$ cat src/source/satd_pkg.sv
// Block geometry, data widths and derived sizes for the SATD cost engine
`default_nettype none

package satd_pkg;

    // ----------------------------------------------------------
    // Block geometry
    // ----------------------------------------------------------

    // Side length of a transform block
    localparam int BLOCK_DIM = 4;

    // Pixels in, coefficients out
    localparam int NUM_COEF = BLOCK_DIM * BLOCK_DIM;

    // ----------------------------------------------------------
    // Data widths
    // ----------------------------------------------------------

    // Unsigned pixel or residual byte
    localparam int PIX_W = 8;

    // One row of pixels, pixel 0 in the low byte
    localparam int ROW_W = BLOCK_DIM * PIX_W;

    // Signed per-coefficient weight
    localparam int WEIGHT_W = 16;

    // Transform coefficient magnitude, max 16 * 255
    localparam int COEF_W = 13;

    // Weighted cost, compared as signed
    localparam int COST_W = 32;

    // Candidate number, wraps at 256
    localparam int INDEX_W = 8;

    // Weight bank address
    localparam int WADDR_W = 4;

    // Loader row counter
    localparam int ROW_IDX_W = 2;

endpackage : satd_pkg

`default_nettype wire

$ cat src/source/cost_tracker.sv
// Candidate numbering and running minimum of the block costs
`timescale 1ns/100ps
`default_nettype none

module cost_tracker
    import satd_pkg::*;
(
    input  logic               clk,
    input  logic               rst_n,
    input  logic               clear_i,

    // Finished block from the cost pipeline
    input  logic               done_i,
    input  logic [COST_W-1:0]  cost_i,

    // Per-block result
    output logic [COST_W-1:0]  cost_o,
    output logic               cost_valid_o,
    output logic [INDEX_W-1:0] cand_index_o,

    // Best candidate since the last clear
    output logic [COST_W-1:0]  best_cost_o,
    output logic [INDEX_W-1:0] best_index_o
);

    logic [INDEX_W-1:0] cand_cnt_q;
    logic [INDEX_W-1:0] idx_now;
    logic               best_vld_q;
    logic               take_best;

    // A clear in the same cycle makes this block candidate 0
    assign idx_now = clear_i ? '0 : cand_cnt_q;

    // Empty tracker takes any cost, ties keep the earlier one
    assign take_best = clear_i || !best_vld_q ||
                       ($signed(cost_i) < $signed(best_cost_o));

    always_ff @(posedge clk or negedge rst_n) begin
        if (!rst_n) begin
            cost_o       <= '0;
            cost_valid_o <= 1'b0;
            cand_index_o <= '0;
            cand_cnt_q   <= '0;
            best_cost_o  <= '1;
            best_index_o <= '0;
            best_vld_q   <= 1'b0;
        end else begin
            cost_valid_o <= done_i;

            if (clear_i) begin
                cand_cnt_q   <= '0;
                best_cost_o  <= '1;
                best_index_o <= '0;
                best_vld_q   <= 1'b0;
            end

            // Later assignments override the clear above
            if (done_i) begin
                cost_o       <= cost_i;
                cand_index_o <= idx_now;
                cand_cnt_q   <= idx_now + 1'b1;
                if (take_best) begin
                    best_cost_o  <= cost_i;
                    best_index_o <= idx_now;
                    best_vld_q   <= 1'b1;
                end
            end
        end
    end

endmodule : cost_tracker

`default_nettype wire

$ cat config.mk
export PLATFORM = sky130hd
export DESIGN_NAME = cost_tracker
export DESIGN_NICKNAME = d
export VERILOG_FILES = /design/src/source/satd_pkg.sv /design/src/source/cost_tracker.sv
export SDC_FILE = /design/constraint.sdc
export NUM_CORES = 1
export LEC_CHECK = 0
export BUFFER_PORTS_ARGS = -buffer_cell sky130_fd_sc_hd__buf_4
export CAP_MARGIN = 10
export CORE_MARGIN = 10
export CORE_UTILIZATION = 54
export CTS_CLUSTER_DIAMETER = 150
export DETAILED_ROUTE_END_ITERATION = 6
export GPL_TIMING_DRIVEN = 0
export PLACE_DENSITY_LB_ADDON = 0.12
export REMOVE_ABC_BUFFERS = 1
export SLEW_MARGIN = 20
export SYNTH_ARGS = -nofsm -noshare
export SYNTH_HDL_FRONTEND = slang
export SYNTH_SLANG_ARGS = --single-unit
export TNS_END_PERCENT = 1
$ cat constraint.sdc
create_clock -name clk -period 3.13 [get_ports clk]
set_input_delay 0.4695 -clock clk [delete_from_list [all_inputs] [get_ports clk]]
set_output_delay 0.4695 -clock clk [all_outputs]
set_load 0.01 [all_outputs]
==> results.md <==
* Status: finished clean
* Fin. max-slew vios at 0
* Core Rows at 34
* Initial antenna violation count at 0
* Vias/cell at 5.555
* # placed instances at 627
* Slew HR at 55.27%
* Setup CP Type: reg -> reg
* Hold WS at 0.08710 ns
* WL/cell at 17.71 um
* Worst EP arrival at 3.26 ns
* Final Skew at 0.01353 ns
* Non-filler cells, final at 643
* Max Fclk at 336.6 MHz
* Global Route Usage Sum at 17.55%
* CTS Buf Count at 9
* CTS H-tree depth at 3
* Cell Chain, Critical Path: inv_1, ha_1, nand4_1, nor2_1, o221ai_1, a21oi_4, a21o_4, buf_16, a21oi_1
* Max cap viols at 0
* Post-CTS Repair Setup Buffers at 0
* Multi-input gate area at 2186 um2
* Sequential share of the synthesized area at 48.21%
* Hold Path Class: in -> async
* Top-area cell type share of the netlist area at 30.53%
* R2r endpoint: best_cost_o[31]
* Cell count after synthesis at 424
* Fin crit period at 2.971 ns
* CP endpoint kind: register
* CTS tree: done
* ANT cells at 0
* Tcrit/Tclk final at 94.92%
* Die width at 113.8 um
* Critical path startpoint category: register
* Num Clock Sinks at 90
* Synth area leader: dfrtp_1
* I/O Buffers at 116
* Fill cells at 648
* FF-to-FF setup slack at 0.16 ns
* Commonest cells in the netlist: dfrtp_1 (58), nor2_1 (42), inv_1 (39), a211oi_1 (37), mux2_2 (35)
* Post-DP HPWL at 8104 um
* Slowest-stage cell, CP: a21oi_4
* DRT Pass-1 Iters at 4
* Routed wire length at 11390 um
* Global-route wire length before repair at 18600 um
* Final Total Pwr at 3.236 mW
* VDD IR max at 0.0003070 V
* GP Congestion at 0.7812
* Worst-Margin Slew at 0.6709 ns
* Vias in the first global route at 3714
* Count of cell types in the netlist at 45
* Largest stage delay on the critical path at 0.59 ns
* Reg area at 2292 um2
* Power Dens Cells at 544.9 nW/um2
* Final setup violating endpoints at 0
* Unrepaired setup endpoints after global routing: false
* Share of cells above drive strength 1 at 45.23%
* Syn avg cell area at 11.21 um2
* Top-count cell post-synth: dfrtp_1
* DR iter-0 viols at 132
* Clock root buffer: clkbuf_8
* Clk buf depth at 2
* Worst reg2reg startpoint: best_cost_o[31]
* Post-synth EDFFs at 0
* Top cells by area, synth: dfrtp_1 (31%), dfstp_2 (18%), ha_1 (8.4%)
* Post-layout nets at 598
* Via count at 3572
* Initial cell density of the core at 55.06%
* Die extent in y at 113.8 um
* Warnings from Yosys at 0
* Worst Reg-to-Reg Cells at 9
* Pin count of the biggest net entering global routing at 56
* Post-DRT Antenna Nets at 0
* Core Box Area at 8636 um2
* Most used DFF post-synth: dfrtp_1
* Worst skew pair latency at 0.36 ns
* DRC at 0
* WP data required at 3.42 ns
* Worst Path Max Fanout at 18
* Async SR Flop Fraction at 100.0%
* Die area at 12960 um2
* Synthesis-stage register bit count at 90
* IO Pins at 117
* Clock-pin slew on the worst setup and hold paths at 0.09 ns
* P&R area growth vs syn at 24.92%
* Leak pwr at 2.805 nW
* Hold buffers post-CTS at 0
* Hold Vio Cnt, Final at 0
* Synthesized cell area at 4755 um2
* Grt total ovfl at 0
-- worst max-delay path, delay by kind of cell (launching register included) --
family                   cells  cell delay (ns)
adder cells (fa/ha/maj)      1             0.33
buffers and inverters        2             0.26
AO/OA/AOI/OAI                4             1.32
AND/OR/NAND/NOR              2             0.43
flip-flops                   1             0.55
-- cells in the final DEF (no fill, tap or decap), types with 6 or more instances in the layout --
master	n
mux2_2	35
nor2_1	42
buf_4	116
nand2b_1	15
ha_1	32
a211oi_1	37
clkbuf_8	12
o21ai_0	6
mux2i_1	12
nand4_1	7
inv_1	39
a21oi_1	10
dfrtp_1	58
a21oi_2	30
dfstp_2	32
nand2_1	12
-- logic make-up (layout without fill, tap and decap cells) --
logic type	count (synthesis)	after routing	share of synthesized area [%]
AND/OR/NAND/NOR	88	88	8.895
multiplexers	48	48	11.05
flip-flops	90	90	48.21
XOR/XNOR	6	6	1.105
buffers and inverters	64	175	6.447
adder cells (fa/ha/maj)	32	32	8.421
AO/OA/AOI/OAI	96	96	15.87
-- per-stage QoR --
stage / utilization [%] / worst slack, ns / area, um2 / setup TNS, ns
after global placement: 64.85 / -1.599 / 5600 / -50.27
after floorplan: - / -0.4487 / 4594 / -10.41
final: 68.78 / 0.1591 / 5939 / 0
after detailed placement: 66.33 / -0.1466 / 5728 / -2.372
after CTS: 68.78 / 0.1846 / 5939 / 0
after global routing: 68.78 / 0.01224 / 5939 / 0
-- flip-flops by register name, summed over array words and instances (netlist names) --
register      cells
best_vld_q        1
cand_cnt_q        8
best_index_o      8
cost_valid_o      1
cost_o           32
best_cost_o      32
cand_index_o      8
-- power by group --
| group | internal (mW) | switching (mW) | leakage, nW |
|---|---|---|---|
| combinational | 0.468 | 0.539 | 1.64 |
| sequential | 1.35 | 0.0911 | 1.06 |
| clock | 0.360 | 0.426 | 0.0992 |
| total | 2.18 | 1.06 | 2.81 |
-- worst max path at each step --
| stage | start | end | slack (ns) | cells after the start |
|---|---|---|---|---|
| finish | best_cost_o[31] | best_cost_o[31] | 0.16 | 9 |
| global route | best_cost_o[31] | best_cost_o[0] | 0.01 | 9 |
| CTS | best_cost_o[31] | best_cost_o[31] | 0.18 | 9 |
| detailed placement | cost_i[31] | best_cost_o[31] | -0.15 | 8 |
| global placement | cost_i[22] | best_index_o[0] | -1.60 | 8 |
| floorplan | best_cost_o[23] | best_index_o[0] | -0.45 | 8 |
-- timing repair --
action | CTS | global route
hold endpoints to repair | 0 | 0
gates resized for setup | 2 | 0
endpoints found under the setup margin | 20 | 0
-- per-layer routing --
layer	vias to the layer above	global-route usage [%]	wire, um
li1	1695	-	-
met1	1768	22.03	5005
met2	95	27.57	5379
met3	14	5.984	856
met4	0	6.266	146
met5	-	0	0
-- final cells by class --
type | instances | area share, %
Inverter | 39 | 2.465
Timing Repair Buffer | 120 | 16.52
Tap cell | 108 | 2.275
Clock buffer | 12 | 2.781
Sequential cell | 90 | 38.59
Clock inverter | 4 | 0.5688
Multi-Input combinational cell | 270 | 36.80
Power figures use the tool's default switching activity.
