$ cat src/source/satd_pkg.sv
// Block geometry, data widths and derived sizes for the SATD cost engine
`default_nettype none

package satd_pkg;

    // ----------------------------------------------------------
    // Block geometry
    // ----------------------------------------------------------

    // Side length of a transform block
    localparam int BLOCK_DIM = 4;

    // Pixels in, coefficients out
    localparam int NUM_COEF = BLOCK_DIM * BLOCK_DIM;

    // ----------------------------------------------------------
    // Data widths
    // ----------------------------------------------------------

    // Unsigned pixel or residual byte
    localparam int PIX_W = 8;

    // One row of pixels, pixel 0 in the low byte
    localparam int ROW_W = BLOCK_DIM * PIX_W;

    // Signed per-coefficient weight
    localparam int WEIGHT_W = 16;

    // Transform coefficient magnitude, max 16 * 255
    localparam int COEF_W = 13;

    // Weighted cost, compared as signed
    localparam int COST_W = 32;

    // Candidate number, wraps at 256
    localparam int INDEX_W = 8;

    // Weight bank address
    localparam int WADDR_W = 4;

    // Loader row counter
    localparam int ROW_IDX_W = 2;

endpackage : satd_pkg

`default_nettype wire

$ cat src/source/block_loader.sv
// Row gatherer that assembles 4x4 pixel blocks and pulses a start per block
`timescale 1ns/100ps
`default_nettype none

module block_loader
    import satd_pkg::*;
(
    input  logic                      clk,
    input  logic                      rst_n,

    // Incoming pixel rows, top row first
    input  logic                      row_valid_i,
    input  logic [ROW_W-1:0]          row_data_i,

    // Assembled block to the cost pipeline
    output logic [NUM_COEF*PIX_W-1:0] block_o,
    output logic                      start_o
);

    logic [ROW_IDX_W-1:0] row_cnt_q;
    logic [ROW_W-1:0]     row_q [BLOCK_DIM];
    logic                 last_row;
    logic                 start_q;

    // Bottom row of the block is being written
    assign last_row = (row_cnt_q == ROW_IDX_W'(BLOCK_DIM - 1));

    // ----------------------------------------------------------
    // Row counter and start pulse
    // ----------------------------------------------------------

    // Counter wraps on its own after the last row
    always_ff @(posedge clk or negedge rst_n) begin
        if (!rst_n) begin
            row_cnt_q <= '0;
            start_q   <= 1'b0;
        end else begin
            start_q <= row_valid_i & last_row;
            if (row_valid_i) begin
                row_cnt_q <= row_cnt_q + 1'b1;
            end
        end
    end

    // ----------------------------------------------------------
    // Block register
    // ----------------------------------------------------------

    // A row of the next block may arrive on the edge where the
    // pipeline samples this one, it still sees the old contents
    always_ff @(posedge clk) begin
        if (row_valid_i) begin
            row_q[row_cnt_q] <= row_data_i;
        end
    end

    for (genvar r = 0; r < BLOCK_DIM; r++) begin : g_block
        assign block_o[r*ROW_W +: ROW_W] = row_q[r];
    end

    assign start_o = start_q;

endmodule : block_loader

`default_nettype wire

$ cat config.mk
export PLATFORM = sky130hd
export DESIGN_NAME = block_loader
export DESIGN_NICKNAME = d
export VERILOG_FILES = /design/src/source/satd_pkg.sv /design/src/source/block_loader.sv
export SDC_FILE = /design/constraint.sdc
export NUM_CORES = 1
export LEC_CHECK = 0
export ABC_AREA = 1
export ABC_CLOCK_PERIOD_IN_PS = 2400
export BUFFER_PORTS_ARGS = -buffer_cell sky130_fd_sc_hd__buf_2
export CORE_UTILIZATION = 47
export DETAILED_ROUTE_END_ITERATION = 16
export PLACE_DENSITY_LB_ADDON = 0.2
export SLEW_MARGIN = 20
export SYNTH_ARGS = -nofsm -noshare
export SYNTH_HDL_FRONTEND = slang
export SYNTH_SLANG_ARGS = --single-unit
export TNS_END_PERCENT = 100
$ cat constraint.sdc
create_clock -name clk -period 2.4 [get_ports clk]
set_input_delay 0.12 -clock clk [delete_from_list [all_inputs] [get_ports clk]]
set_output_delay 0.12 -clock clk [all_outputs]
set_load 0.05 [all_outputs]
==> metrics.log <==
[metrics] status: finished, final reports clean
[metrics] fin crit period: 1.64 ns
[metrics] total count of hold-check failures in the final report: 0
[metrics] via density per instance: 4.64
[metrics] max_cap viols: 0
[metrics] final wirelength: 8260 um
[metrics] total global routing track utilization: 0.189
[metrics] crit path DAT: 1.83 ns
[metrics] die width: 94.6 um
[metrics] Clk network pwr share: 0.400
[metrics] type of element launching the critical path: flop
[metrics] layout cells sized above 1: 0.519
[metrics] DRC viols: 0
[metrics] Sinks on Clock Net: 131
[metrics] vias in the first global route: 2,287
[metrics] ordered cell list for the critical path: inv_1, ha_1, nand2_1, inv_1, buf_12
[metrics] count of buffering cells on the critical path with inverters included: 3
[metrics] top-area cell type share of the netlist area: 0.953
[metrics] routability cong.: 0.704
[metrics] max-slew violations: 0
[metrics] drt initial violations: 106
[metrics] share of the cycle needed by the critical path after routing: 0.682
[metrics] core box area: 8260 sq um
[metrics] part of the power in combinational logic: 0.173
[metrics] cell area after synthesis: 4030 sq um
[metrics] HPWL reported at the end of detailed placement: 5370 um
[metrics] max_slew headroom: 0.667
[metrics] remaining number of nets flagged by the antenna check after routing: 0
[metrics] maximum level of the CTS H-tree: 4
[metrics] Synth Register Bits: 131
[metrics] most frequent standard cell in the layout excluding fill and tap cells: sky130_fd_sc_hd__buf_2
[metrics] net switching share of the total power: 0.282
[metrics] number of stages on the worst setup path: 5
[metrics] worst vdd ir: 0.000721 V
[metrics] most frequent cells in the layout: sky130_fd_sc_hd__buf_2 (163), sky130_fd_sc_hd__edfxtp_1 (128), sky130_fd_sc_hd__dlygate4sd3_1 (35), sky130_fd_sc_hd__clkbuf_16 (16), sky130_fd_sc_hd__nand2_1 (10)
[metrics] CP max stage cell: sky130_fd_sc_hd__dfrtp_1
[metrics] data required time at the worst endpoint: 2.59 ns
[metrics] largest area contributor in the netlist: sky130_fd_sc_hd__edfxtp_1
[metrics] synthesis-to-finish area growth: 49.4%
[metrics] Std-Cell Rows: 33
[metrics] fin nets: 414
[metrics] main combinational cell family by area after synthesis: adder cells
[metrics] internal power contribution: 0.00480 W
[metrics] total CTS buffers: 17
[metrics] area share of xor/xnor cells in the synthesized design: 0
[metrics] worst min-delay path class: in2reg
[metrics] final setup fails: 0
[metrics] sequential group share of total power: 0.427
[metrics] gate count after technology mapping: 152
[metrics] count of warnings emitted by yosys: 0
[metrics] Leakage: 2.45 nW
[metrics] timing-limited maximum frequency: 0.611 GHz
[metrics] nets in the synthesized netlist: 191
[metrics] antenna violations before repair: 0
[metrics] routed wire length per instance: 16.8 um
[metrics] Worst-Skew Late Latency: 0.49 ns
[metrics] maximum number of pins on one net before global-route repair: 25
[metrics] Die Ht: 94.6 um
[metrics] Max FO, Critical Path: 23
[metrics] worst hold path depth: 2
[metrics] transition at the pin with the smallest max-transition slack: 0.498 ns
[metrics] Worst Reg-to-Reg Cells: 5
[metrics] RSZ-0062 raised after global routing: false
[metrics] synthesized-area fraction occupied by ao, oa, aoi and oai cells: 0
[metrics] clock root cell: sky130_fd_sc_hd__clkbuf_8
[metrics] Top delay family on crit path: buffers and inverters
[metrics] DP Cell Count: 426
[metrics] largest stage delay on the critical path: 0.42 ns
[metrics] average cell area after synthesis: 26.5 sq um
[metrics] diode count: 0
[metrics] fraction of synthesized area in multiplexers: 0
[metrics] Finished Layout Cells: 492
[metrics] global-route wire length before repair: 11,800 um
[metrics] total congestion overflow after global routing: 0
[metrics] distinct cell type count after synthesis: 6
[metrics] Clock Pin Slew Worst Setup and Hold Paths: 0.06 ns
[metrics] final setup skew: 0.00718 ns
[metrics] number of detailed-routing iterations run before antenna repair: 4
[metrics] maximum root-to-sink buffer count: 2
[metrics] post-synthesis simple-gate area fraction: 0.00931
[metrics] number of top-level pins: 164
[metrics] number of vias after detailed routing: 2,283
[metrics] effective utilization at floorplan: 0.488
[metrics] DIE AREA: 8950 sq um
[metrics] main area contributors after synthesis: sky130_fd_sc_hd__edfxtp_1 (95%), sky130_fd_sc_hd__dfrtp_1 (1.9%), sky130_fd_sc_hd__ha_1 (1.2%), sky130_fd_sc_hd__nand2_1 (0.93%), sky130_fd_sc_hd__inv_1 (0.56%)
[metrics] post-route setup TNS: 0 ns
[metrics] IO Port Bufs: 163
[metrics] TritonCTS clock tree: yes
[metrics] power dissipated by switching net loads: 0.00188 W
[metrics] sequential element share of the synthesized area: 0.972
[metrics] worst setup path class: reg2reg
[metrics] Worst path most repeated cell: sky130_fd_sc_hd__inv_1
[metrics] PwrDens: 1110 nW/um^2
[metrics] total setup buffers inserted after CTS: 0
[metrics] crit end category: flop
[metrics] adder and majority cell fraction of the synthesized area: 0.0124
==> layout make-up <==
type                       instances  area [sq um]
clock inverter                    14           211
timing repair buffer             204          1240
multi-input combinational         14          87.6
inverter                           7          26.3
sequential                       131          3920
tap                              105           131
clock buffer                      17           414
fill                             534          2230
==> stage by stage <==
stage	hold slack (ns)	area [sq um]	power, W	setup slack (ns)	utilization
6_report	0.385	6030	0.00668	0.764	0.730
2_1_floorplan	-0.176	4030	0.00369	0.715	-
5_1_grt	0.355	6030	0.00688	0.661	0.730
3_3_place_gp	-0.0837	5050	0.00400	0.845	0.612
3_5_place_dp	-0.0784	5050	0.00402	0.784	0.612
4_1_cts	0.354	6030	0.00674	0.740	0.730
==> power by group through the flow <==
| stage | Sequential, W | Combinational [W] | Clock (W) |
|---|---|---|---|
| 6_report | 0.00285 | 0.00116 | 0.00267 |
| 5_1_grt | 0.00287 | 0.00121 | 0.00280 |
| 3_5_place_dp | 0.00290 | 0.00112 | 0 |
| 2_1_floorplan | 0.00357 | 0.000119 | 0 |
| 3_3_place_gp | 0.00290 | 0.00110 | 0 |
| 4_1_cts | 0.00286 | 0.00117 | 0.00271 |
==> synthesized netlist by cell type <==
master	n
sky130_fd_sc_hd__edfxtp_1	128
sky130_fd_sc_hd__inv_2	1
sky130_fd_sc_hd__dfrtp_1	3
sky130_fd_sc_hd__inv_1	6
sky130_fd_sc_hd__nand2_1	10
sky130_fd_sc_hd__ha_1	4
==> routing by layer <==
layer  part of all wire  GRT usage  routed length [um]
met1               0.40      0.220                3260
met2               0.54      0.320                4430
met3              0.063     0.0684                 518
met4             0.0048     0.0707                  40
met5                  0          0                   0
==> final timing paths <==
check                                         startpoint                  endpoint  slack (ns)
min in group asynchronous                          rst_n  row_cnt_q[0]$_DFFE_PN0P_        0.50
worst min register to register  row_cnt_q[0]$_DFFE_PN0P_  row_cnt_q[0]$_DFFE_PN0P_        0.54
max in group asynchronous                          rst_n         start_o$_DFF_PN0_        1.75
worst max register to register  row_cnt_q[1]$_DFFE_PN0P_     row_q[1][2]$_DFFE_PP_        0.76
worst min-delay path                      row_data_i[23]    row_q[0][23]$_DFFE_PP_        0.38
worst max-delay path            row_cnt_q[1]$_DFFE_PN0P_     row_q[1][2]$_DFFE_PP_        0.76
==> logic make-up after synthesis <==
kind of cell	Yosys count
simple gates	10
flops	131
buf+inv	7
fa+ha+maj	4
==> worst register-to-register path, cell delays in order (launching register included) <==
cell                      delay, ns
sky130_fd_sc_hd__dfrtp_1       0.42
sky130_fd_sc_hd__inv_1         0.10
sky130_fd_sc_hd__ha_1          0.14
sky130_fd_sc_hd__nand2_1       0.05
sky130_fd_sc_hd__inv_1         0.38
sky130_fd_sc_hd__buf_12        0.25
==> state kept, by name (all words and copies together), names as in the netlist <==
register,cells
start_o,1
row_cnt_q,2
row_q,128
==> repair_timing <==
action                    4_1_cts  5_1_grt
gates resized for setup         0        0
hold endpoints to repair      133        0
hold buffers                   35        0
(Power assumes the default switching activity.)
