<file path="src/source/satd_pkg.sv">
// Block geometry, data widths and derived sizes for the SATD cost engine
`default_nettype none

package satd_pkg;

    // ----------------------------------------------------------
    // Block geometry
    // ----------------------------------------------------------

    // Side length of a transform block
    localparam int BLOCK_DIM = 4;

    // Pixels in, coefficients out
    localparam int NUM_COEF = BLOCK_DIM * BLOCK_DIM;

    // ----------------------------------------------------------
    // Data widths
    // ----------------------------------------------------------

    // Unsigned pixel or residual byte
    localparam int PIX_W = 8;

    // One row of pixels, pixel 0 in the low byte
    localparam int ROW_W = BLOCK_DIM * PIX_W;

    // Signed per-coefficient weight
    localparam int WEIGHT_W = 16;

    // Transform coefficient magnitude, max 16 * 255
    localparam int COEF_W = 13;

    // Weighted cost, compared as signed
    localparam int COST_W = 32;

    // Candidate number, wraps at 256
    localparam int INDEX_W = 8;

    // Weight bank address
    localparam int WADDR_W = 4;

    // Loader row counter
    localparam int ROW_IDX_W = 2;

endpackage : satd_pkg

`default_nettype wire

</file>
<file path="src/source/weight_regs.sv">
// Host-writable bank of sixteen signed coefficient weights
`timescale 1ns/100ps
`default_nettype none

module weight_regs
    import satd_pkg::*;
(
    input  logic                         clk,
    input  logic                         rst_n,

    // Host write port
    input  logic                         w_wr_i,
    input  logic [WADDR_W-1:0]           w_addr_i,
    input  logic signed [WEIGHT_W-1:0]   w_data_i,

    // All weights, coefficient 0 in the low word
    output logic [NUM_COEF*WEIGHT_W-1:0] weights_o
);

    logic signed [WEIGHT_W-1:0] weight_q [NUM_COEF];

    // ----------------------------------------------------------
    // Weight storage
    // ----------------------------------------------------------

    // Unit weights give plain SATD out of reset
    always_ff @(posedge clk or negedge rst_n) begin
        if (!rst_n) begin
            for (int i = 0; i < NUM_COEF; i++) begin
                weight_q[i] <= WEIGHT_W'(1);
            end
        end else if (w_wr_i) begin
            weight_q[w_addr_i] <= w_data_i;
        end
    end

    // ----------------------------------------------------------
    // Flatten for the cost pipeline
    // ----------------------------------------------------------

    for (genvar i = 0; i < NUM_COEF; i++) begin : g_flat
        assign weights_o[i*WEIGHT_W +: WEIGHT_W] = weight_q[i];
    end

endmodule : weight_regs

`default_nettype wire

</file>
<file path="config.mk">
export PLATFORM = sky130hd
export DESIGN_NAME = weight_regs
export DESIGN_NICKNAME = d
export VERILOG_FILES = /design/src/source/satd_pkg.sv /design/src/source/weight_regs.sv
export SDC_FILE = /design/constraint.sdc
export NUM_CORES = 1
export LEC_CHECK = 0
export BUFFER_PORTS_ARGS = -buffer_cell sky130_fd_sc_hd__buf_2
export CAP_MARGIN = 25
export CORE_AREA = 2 2 220 135
export DETAILED_ROUTE_END_ITERATION = 12
export DIE_AREA = 0 0 222 137
export GPL_ROUTABILITY_DRIVEN = 0
export PLACE_DENSITY = 0.68
export SYNTH_ARGS = -nofsm -noshare
export SYNTH_HDL_FRONTEND = slang
export SYNTH_SLANG_ARGS = --single-unit
</file>
<file path="constraint.sdc">
create_clock -name clk -period 0.8 [get_ports clk]
set_clock_uncertainty 0.05 [all_clocks]
set_input_delay 0.04 -clock clk [delete_from_list [all_inputs] [get_ports clk]]
set_output_delay 0.04 -clock clk [all_outputs]
set_load 0.01 [all_outputs]
</file>
==> metrics.cfg, run 1 <==
[outcome]
status = finished, violations left
violations = negative setup slack

[finish]
syn_to_final_growth_pct = 63.81
final_cell_mix = buf_6, dfrtp_1, mux2_4, buf_2, mux2_2
final_common_cell = buf_6
antennaDiodeCount = 0
layout-drive-gt1-share_pct = 76.30
finalNetCount = 1060
stdcell_count = 1430
fin_util_pct = 56.60
largest_reg_flops = 256
final_area_sq_um = 16080

[clock_tree]
cts-root-buf = clkbuf_16
cts_hold_buf = 4
cts.sinks = 256
clk_path_buf_depth = 3
clk_latency_ns = 0.53
cts_tree = yes
htree_levels = 1
cts_buffers = 25
clk_pin_slew_ns = 0.07

[power]
p_switching_w = 0.01259
power_w = 0.04612
ir_drop_v = 0.001613
p_leak_nw = 8.003
comb_power_share_pct = 33.5
p_seq_share_pct = 39.7
power_density_nw_per_um2 = 2868
switching_share_pct = 27.31
internal-power_w = 0.03353
pwr-share-clk_pct = 26.8

[routing]
postRouteAntennaNets = 0
drc = 0
vias = 6693
vias_per_cell = 4.680
drt_iter0_markers = 238
wire_per_inst_microns = 21.53
routed_wirelength_mm = 30.78
dr.pass1.iters = 4

[placement]
postPlaceCellArea_sq_um = 12740
io_buffers = 278
dpl.hpwl_mm = 19.15
dpl.cell_count = 1270

[yosys]
synth_area_leader_cell = dfrtp_1
ys_types = 20
ys_seq_area_share_pct = 65.47
synth.avg_cell_area_sq_um = 17.13
yosys_warnings = 0
synth_top_area_share_pct = 61.19
synth_nets = 596
synthTopCellsByArea = dfrtp_1, mux2_2, dfstp_2, mux2_4, clkbuf_1
netlist_area_sq_um = 9816
ys_ff_latch = 256
synthCells = 573

[grt]
grt_overflow = 0
grt_pass1_vias = 7064
track_usage_pct = 19.52
grt_pass1_wl_mm = 44.83
antenna_found_initial = 0
grt_max_degree = 39

[critical_path]
path_buf_inv = 1
path_max_fanout = 2
crit_path_top_delay_cell = dfstp_2
worstSetupStartpointType = flop
critical_path_arrival_ns = 1.20
setup.worst_path.end_class = primary output
path_class = flop to primary output
critPathMaxStageDelay_ns = 0.57
path_cells = buf_6
crit_family = flip-flops
cp_data_required_time_ns = 0.71

[job]
maxCapViolCount = 0

[sta]
slew_violations = 0
max_slew_margin_pct = 62.63
period_minus_slack_ns = 1.290
post-route-period-util_pct = 161.2
setup_viol = 466
fin_ws_ns = -0.4895
rsz0062_at_grt = true
max_freq_mhz = 775.5
hold_violations = 0
holdWs_ns = 0.006808
worstMarginPinSlew_ns = 0.5606

[floorplan]
start_util_pct = 34.55
core-area_sq_um = 28410
die-area_sq_um = 30410
die_height_microns = 137
die_width_microns = 222
pin_count = 279
num_rows = 48

[hold_path]
min_path_type = primary input to async pin

## synthesized netlist by cell type
master and number:
and2b_1 1, buf_12 2, buf_2 8, buf_4 6
buf_6 5, clkbuf_1 16, dfrtp_1 240, dfstp_2 16
mux2_2 236, mux2_4 20, nand2_1 1, nand2_2 1
nand2b_1 4, nand3_1 1, nand3b_2 1, nand3b_4 2
nor2_1 1, nor2_2 9, nor3b_4 1, or3_1 2
## layer usage
| layer | wire length [microns] | global-route usage (%) |
|---|---|---|
| met5 | 0 | 0 |
| met2 | 13870 | 30.38 |
| met1 | 14550 | 27.62 |
| met4 | 376 | 2.853 |
| met3 | 1984 | 5.754 |
## final timing paths
kind,from,endpoint,slack [ns],cells past startpoint
max in group asynchronous,rst_n,weights_o[128]$_DFFE_PN1P_,0,3
worst min register to register,weights_o[91]$_DFFE_PN0P_,weights_o[91]$_DFFE_PN0P_,0.45,1
worst min-delay path,rst_n,weights_o[212]$_DFFE_PN0P_,0.007,3
min in group clk,w_addr_i[1],weights_o[38]$_DFFE_PN0P_,0.01,4
worst max-delay path,weights_o[48]$_DFFE_PN1P_,weights_o[48],-0.49,1
worst max register to register,weights_o[59]$_DFFE_PN0P_,weights_o[59]$_DFFE_PN0P_,-0.26,3
## power groups by stage
stage | registers [W] | clock network (W) | logic [W]
2_1_floorplan | 0.0193 | 0 | 0.00356
3_3_place_gp | 0.0178 | 0 | 0.0101
3_5_place_dp | 0.0179 | 0 | 0.0103
4_1_cts | 0.0180 | 0.0126 | 0.0138
5_1_grt | 0.0186 | 0.0132 | 0.0163
6_report | 0.0183 | 0.0124 | 0.0154
## layout make-up
| cell class | count | area, sq um |
|---|---|---|
| fillers | 2141 | 12330 |
| flip-flops and latches | 256 | 6426 |
| repair buffers | 474 | 4568 |
| multi-input cells | 280 | 3752 |
| clock buffers | 36 | 737.0 |
| well taps | 375 | 469.2 |
| clock inverters | 9 | 126.4 |
## kinds of logic after synthesis
logic type             after synthesis  synth area share, %
buffers and inverters               37                2.460
muxes                              256                30.13
and+or+nand+nor                     24                1.937
DFF                                256                65.47
## through the flow
stage	setup TNS, ns	worst slack, ns
2_1_floorplan	-70.86	-0.4608
3_3_place_gp	-135.40	-0.5938
3_5_place_dp	-139.86	-0.6174
4_1_cts	-108.76	-0.4971
5_1_grt	-124.18	-0.5349
6_report	-108.47	-0.4895
## repair_timing
item / CTS / global route
cloned: 3 / 0
endpoints found under the setup margin: 417 / 498
pin swaps: 2 / 2
resized for setup: 220 / 135
setup buffers: 77 / 60
endpoints found under the hold margin: 266 / 9
No activity file was read; power rests on OpenSTA's default activity.
==> run 2, diff against run 1 <==
- CORE_AREA: 2 2 220 135 -> 2 2 194 120
- DIE_AREA: 0 0 222 137 -> 0 0 196 122
- PLACE_DENSITY: 0.68 -> 0.82
==> run 2 against run 1 <==
  * The flow finishes with violations (negative hold slack, negative setup slack)
  * Combinational power grew 19%
  * Register-to-register slack worse by 0.07 ns
  * Fmax shrank 3.0%
  * Flip-flop and latch count did not move
  * Sequential power rose by 3%
  * First-iteration DRC count increased by 95%
  * Total power is 6.4% higher
==> metrics.cfg, run 2 (synthesized netlist as in run 1, its figures left out) <==
[outcome]
status = finished, violations left  ; unchanged
violations = negative hold slack, negative setup slack  ; was negative setup slack

[critical_path]
path_cells = buf_6 -> buf_6  ; was buf_6
crit_family = flip-flops  ; unchanged
path_class = flop to primary output  ; unchanged
path_buf_inv = 2  ; was 1
critPathLaunch = weights_o[50]$_DFFE_PN0P_  ; was weights_o[48]$_DFFE_PN1P_
path_max_fanout = 2  ; unchanged
cp_data_required_time_ns = 0.71  ; about the same
crit_cells = 2  ; was 1
r2r.worst_path.cells = 3  ; unchanged
r2r-start = weights_o[140]$_DFFE_PN0P_  ; was weights_o[59]$_DFFE_PN0P_
critPathMaxStageDelay_ns = 0.45  ; was 0.57 ns
endpoint = weights_o[50]  ; was weights_o[48]
r2r-end = weights_o[140]$_DFFE_PN0P_  ; was weights_o[59]$_DFFE_PN0P_
r2r_setup_slack_ns = -0.33  ; was -0.26 ns
crit_path_top_delay_cell = dfrtp_1  ; was dfstp_2
critical_path_arrival_ns = 1.24  ; was 1.20 ns
setup.worst_path.end_class = primary output  ; unchanged
worstSetupStartpointType = flop  ; unchanged
crit_path_frequent_cell = buf_6

[floorplan]
die-area_sq_um = 23910  ; was 30410 sq um
core-area_sq_um = 22380  ; was 28410 sq um
num_rows = 43  ; was 48
die_height_microns = 122  ; was 137 microns
die_width_microns = 196  ; was 222 microns
pin_count = 279  ; unchanged
start_util_pct = 43.86  ; was 34.55%

[grt]
grt_overflow = 0  ; unchanged
grt_pass1_vias = 7714  ; was 7064
grt_max_degree = 42  ; was 39
antenna_found_initial = 0  ; unchanged
track_usage_pct = 28.42  ; was 19.52%
grt_pass1_wl_mm = 50.38  ; was 44.83 mm

[power]
pwr-share-clk_pct = 24.4  ; was 26.8%
p_leak_nw = 8.631  ; was 8.003 nW
power_density_nw_per_um2 = 2866  ; was 2868 nW/um^2
power_w = 0.04907  ; was 0.04612 W
p_switching_w = 0.01445  ; was 0.01259 W
comb_power_share_pct = 37.2  ; was 33.5%
ir_drop_v = 0.001979  ; was 0.001613 V
switching_share_pct = 29.44  ; was 27.31%
p_seq_share_pct = 38.4  ; was 39.7%
internal-power_w = 0.03462  ; was 0.03353 W

[routing]
drt_iter0_markers = 463  ; was 238
postRouteAntennaNets = 0  ; unchanged
vias = 7588  ; was 6693
wire_per_inst_microns = 28.09  ; was 21.53 microns
drc = 0  ; unchanged
dr.pass1.iters = 5  ; was 4
vias_per_cell = 5.351  ; was 4.680
routed_wirelength_mm = 39.83  ; was 30.78 mm

[placement]
io_buffers = 278  ; unchanged
dpl.hpwl_mm = 18.73  ; was 19.15 mm
dpl.cell_count = 1191  ; was 1270
place_ws_ns = -0.6270  ; was -0.6174 ns

[finish]
finalNetCount = 1131  ; was 1060
largest_reg_flops = 256  ; unchanged
fillerInstances = 1112  ; was 2141
antennaDiodeCount = 0  ; unchanged
layout-drive-gt1-share_pct = 77.89  ; was 76.30%
stdcell_count = 1418  ; was 1430
fin_util_pct = 76.51  ; was 56.60%
syn_to_final_growth_pct = 74.45  ; was 63.81%
final_cell_mix = buf_6, dfrtp_1, mux2_4, buf_2, buf_4  ; was buf_6, dfrtp_1, mux2_4, buf_2, mux2_2
final_common_cell = buf_6  ; unchanged

[hold_path]
min_path_type = primary input to async pin  ; unchanged

[sta]
max_freq_mhz = 752.0  ; was 775.5 MHz
worstMarginPinSlew_ns = 0.5713  ; was 0.5606 ns
hold_violations = 9  ; was 0
period_minus_slack_ns = 1.330  ; was 1.290 ns
setup_tns_ns = -131.09  ; was -108.47 ns
setup_viol = 512  ; was 466
fin_ws_ns = -0.5297  ; was -0.4895 ns
post-route-period-util_pct = 166.2  ; was 161.2%
rsz0062_at_grt = true  ; unchanged
slew_violations = 0  ; unchanged
max_slew_margin_pct = 61.91  ; was 62.63%
holdWs_ns = -0.02176  ; was 0.006808 ns

[clock_tree]
cts_tree = yes  ; unchanged
cts_hold_buf = 2  ; was 4
clk_pin_slew_ns = 0.07  ; about the same
htree_levels = 1  ; unchanged
clk_path_buf_depth = 3  ; unchanged
cts-root-buf = clkbuf_16  ; unchanged
clk_latency_ns = 0.51  ; was 0.53 ns
cts_buffers = 24  ; was 25
cts.sinks = 256  ; unchanged

[job]
maxCapViolCount = 0  ; unchanged

run 2: how the worst min path moves through the flow:
stage | slack, ns | to
detailed placement | -0.1 | weights_o[200]$_DFFE_PN0P_
CTS | -0.04 | weights_o[200]$_DFFE_PN0P_
floorplan | -0.31 | weights_o[100]$_DFFE_PN0P_
global route | -0.007 | weights_o[35]$_DFFE_PN0P_
global placement | -0.10 | weights_o[65]$_DFFE_PN0P_
finish | -0.02 | weights_o[65]$_DFFE_PN0P_
run 2: metal layers:
metal,track usage (%),part of all wire (%)
met1,38.95,42
met2,46.02,48
met3,6.755,8.3
met4,7.339,2.5
met5,0,0
run 2: cell type report:
cell class	instances	area (sq um)	share of cell area, %
multi-input cells	280	4034	23.56
well taps	292	365.4	2.134
clock inverters	4	48.80	0.2850
repair buffers	546	5488	32.05
clock buffers	40	762.0	4.450
flip-flops and latches	256	6426	37.53
run 2: per-stage QoR:
step	hold WS, ns	instance area [sq um]
6_report	-0.02176	17120
5_1_grt	-0.007111	17120
4_1_cts	-0.04295	15830
3_5_place_dp	-0.09832	12640
3_3_place_gp	-0.1001	12640
2_1_floorplan	-0.3056	10240
run 2: power groups by stage:
| stage | combinational (W) | clock [W] | sequential, W |
|---|---|---|---|
| 3_3_place_gp | 0.0101 | 0 | 0.0178 |
| 6_report | 0.0183 | 0.0120 | 0.0188 |
| 2_1_floorplan | 0.00356 | 0 | 0.0193 |
| 5_1_grt | 0.0190 | 0.0125 | 0.0190 |
| 4_1_cts | 0.0147 | 0.0119 | 0.0180 |
| 3_5_place_dp | 0.0104 | 0 | 0.0180 |
run 2: what timing repair did:
action	CTS	global route
buffers inserted	117	105
endpoints found under the hold margin	270	1
endpoints found under the setup margin	468	511
pin swaps	7	7
resized for setup	273	226
gates cloned	9	3
==> run 3, diff against run 2 <==
- CORE_AREA: 2 2 194 120 -> 2 2 206 127
- CTS_CLUSTER_DIAMETER: default -> 120
- DIE_AREA: 0 0 196 122 -> 0 0 208 129
- PLACE_DENSITY: 0.82 -> 0.75
==> run 3 against run 2 <==
  * The run still ends with negative hold slack, negative setup slack left
  * Die area up 12%
  * Worst hold slack got worse by 0.023 ns
  * Non-clock buffer count decreased by 64
  * Via count decreased by 8.5%
  * Routed wire length shrank 16%
  * Sequential share of layout area is 2.6 points higher
  * Largest power group unchanged
==> metrics.cfg, run 3 (synthesized netlist as in run 1, its figures left out) <==
[outcome]
status = finished, violations left  ; unchanged
violations = negative hold slack, negative setup slack  ; unchanged

[clock_tree]
clk_pin_slew_ns = 0.07  ; about the same
cts_tree = yes  ; unchanged
cts.sinks = 256  ; unchanged
cts_buffers = 24  ; unchanged
clk_latency_ns = 0.52  ; was 0.51 ns
cts-root-buf = clkbuf_16  ; unchanged
htree_levels = 1  ; unchanged
clk_path_buf_depth = 3  ; unchanged
cts_hold_buf = 2  ; unchanged

[critical_path]
r2r_setup_slack_ns = -0.33  ; about the same
path_class = flop to primary output  ; unchanged
r2r-end = weights_o[62]$_DFFE_PN0P_  ; was weights_o[140]$_DFFE_PN0P_
worstSetupStartpointType = flop  ; unchanged
setup.worst_path.end_class = primary output  ; unchanged
path_max_fanout = 2  ; unchanged
r2r.worst_path.cells = 3  ; unchanged
cp_data_required_time_ns = 0.71  ; about the same
r2r-start = weights_o[62]$_DFFE_PN0P_  ; was weights_o[140]$_DFFE_PN0P_
critical_path_arrival_ns = 1.22  ; was 1.24 ns

[placement]
io_buffers = 278  ; unchanged
dpl.cell_count = 1221  ; was 1191
place_ws_ns = -0.6276  ; was -0.6270 ns
dpl.hpwl_mm = 18.86  ; was 18.73 mm

[floorplan]
die-area_sq_um = 26830  ; was 23910 sq um
core-area_sq_um = 24890  ; was 22380 sq um
die_height_microns = 129  ; was 122 microns
start_util_pct = 39.44  ; was 43.86%
num_rows = 45  ; was 43
pin_count = 279  ; unchanged
die_width_microns = 208  ; was 196 microns

[sta]
worstMarginPinSlew_ns = 0.5827  ; was 0.5713 ns
holdWs_ns = -0.04438  ; was -0.02176 ns
fin_ws_ns = -0.5121  ; was -0.5297 ns
max_freq_mhz = 762.1  ; was 752.0 MHz
hold_violations = 9  ; unchanged
period_minus_slack_ns = 1.312  ; was 1.330 ns
max_slew_margin_pct = 61.15  ; was 61.91%
post-route-period-util_pct = 164.0  ; was 166.2%
rsz0062_at_grt = true  ; unchanged
setup_viol = 456  ; was 512
slew_violations = 0  ; unchanged
setup_tns_ns = -113.71  ; was -131.09 ns

[finish]
multi_input_area_sq_um = 3776  ; was 4034 sq um
ff_latch_area_sq_um = 6426  ; unchanged
fillerInstances = 1647  ; was 1112
syn_to_final_growth_pct = 63.19  ; was 74.45%
stdcell_count = 1391  ; was 1418
final_cell_mix = buf_6, dfrtp_1, mux2_4, buf_2, mux2_2  ; was buf_6, dfrtp_1, mux2_4, buf_2, buf_4
final_common_cell = buf_6  ; unchanged
layout-drive-gt1-share_pct = 76.27  ; was 77.89%
largest_reg_flops = 256  ; unchanged
finalNetCount = 1067  ; was 1131
antennaDiodeCount = 0  ; unchanged

[grt]
track_usage_pct = 22.83  ; was 28.42%
grt_overflow = 0  ; unchanged
grt_pass1_vias = 7379  ; was 7714
antenna_found_initial = 0  ; unchanged
grt_pass1_wl_mm = 46.46  ; was 50.38 mm
grt_max_degree = 37  ; was 42

[power]
p_seq_share_pct = 40.1  ; was 38.4%
internal-power_w = 0.03290  ; was 0.03462 W
p_leak_nw = 8.023  ; was 8.631 nW
switching_share_pct = 28.70  ; was 29.44%
power_density_nw_per_um2 = 2881  ; was 2866 nW/um^2
ir_drop_v = 0.002125  ; was 0.001979 V
comb_power_share_pct = 35.2  ; was 37.2%
p_switching_w = 0.01325  ; was 0.01445 W
power_w = 0.04614  ; was 0.04907 W
pwr-share-clk_pct = 24.7  ; was 24.4%

[hold_path]
min_path_type = primary input to async pin  ; unchanged

[routing]
wire_per_inst_microns = 24.05  ; was 28.09 microns
drc = 0  ; unchanged
dr.pass1.iters = 4  ; was 5
drt_iter0_markers = 296  ; was 463
vias_per_cell = 4.989  ; was 5.351
routed_wirelength_mm = 33.45  ; was 39.83 mm
postRouteAntennaNets = 0  ; unchanged
vias = 6940  ; was 7588

[job]
maxCapViolCount = 0  ; unchanged

==> run 3: changes by cell type in the layout (fill, tap and decap cells not counted), sizes merged <==
cell      before  now
bufinv         1    0
clkbuf        47   39
buf          537  480
clkinvlp       0    1
clkinv         3    4
==> run 3: layout make-up <==
class	instances	share of cell area (%)
Multi-Input combinational cell	280	23.57
Tap cell	329	2.570
Clock buffer	39	4.671
Clock inverter	5	0.1718
Timing Repair Buffer	482	28.89
Sequential cell	256	40.12
==> run 3: stage by stage <==
step	hold WS, ns	instance area, sq um	util [%]
after CTS	-0.04703	15210	61.13
after global routing	-0.03146	16020	64.36
after global placement	-0.08581	12600	50.63
after detailed placement	-0.09117	12600	50.63
final	-0.04438	16020	64.36
after floorplan	-0.3056	10240	-
==> run 3: worst max-delay path, cell delays in order, from the launching register on <==
cell     delay [ns]
dfrtp_1        0.44
buf_6          0.15
buf_6          0.11
==> run 3: what timing repair did <==
| item | 4_1_cts | 5_1_grt |
|---|---|---|
| setup buffers | 94 | 68 |
| gates cloned | 2 | 0 |
| hold endpoints to repair | 272 | 9 |
| setup endpoints to repair | 449 | 503 |
| pin swaps | 2 | 3 |
| gates resized for setup | 222 | 153 |
==> run 3: power by group through the flow <==
stage	sequential [W]	combinational, W	clock [W]
finish	0.0185	0.0162	0.0114
global route	0.0188	0.0170	0.0122
CTS	0.0180	0.0142	0.0114
detailed placement	0.0179	0.0103	0
global placement	0.0178	0.0101	0
floorplan	0.0193	0.00356	0
==> run 3: worst max path at each step <==
stage,start,cells past startpoint,to
2_1_floorplan,w_addr_i[2],5,weights_o[133]$_DFFE_PN0P_
3_3_place_gp,w_addr_i[2],6,weights_o[167]$_DFFE_PN0P_
3_5_place_dp,w_addr_i[2],5,weights_o[56]$_DFFE_PN0P_
4_1_cts,weights_o[48]$_DFFE_PN1P_,1,weights_o[48]
5_1_grt,weights_o[52]$_DFFE_PN0P_,2,weights_o[52]
6_report,weights_o[62]$_DFFE_PN0P_,2,weights_o[62]
==> run 3: metal layers <==
metal	vias up	routed length, microns	GRT usage (%)
li1	2948	-	-
met1	3705	15130	31.79
met2	244	15830	36.51
met3	43	2002	6.102
met4	0	493	4.297
met5	-	0	0
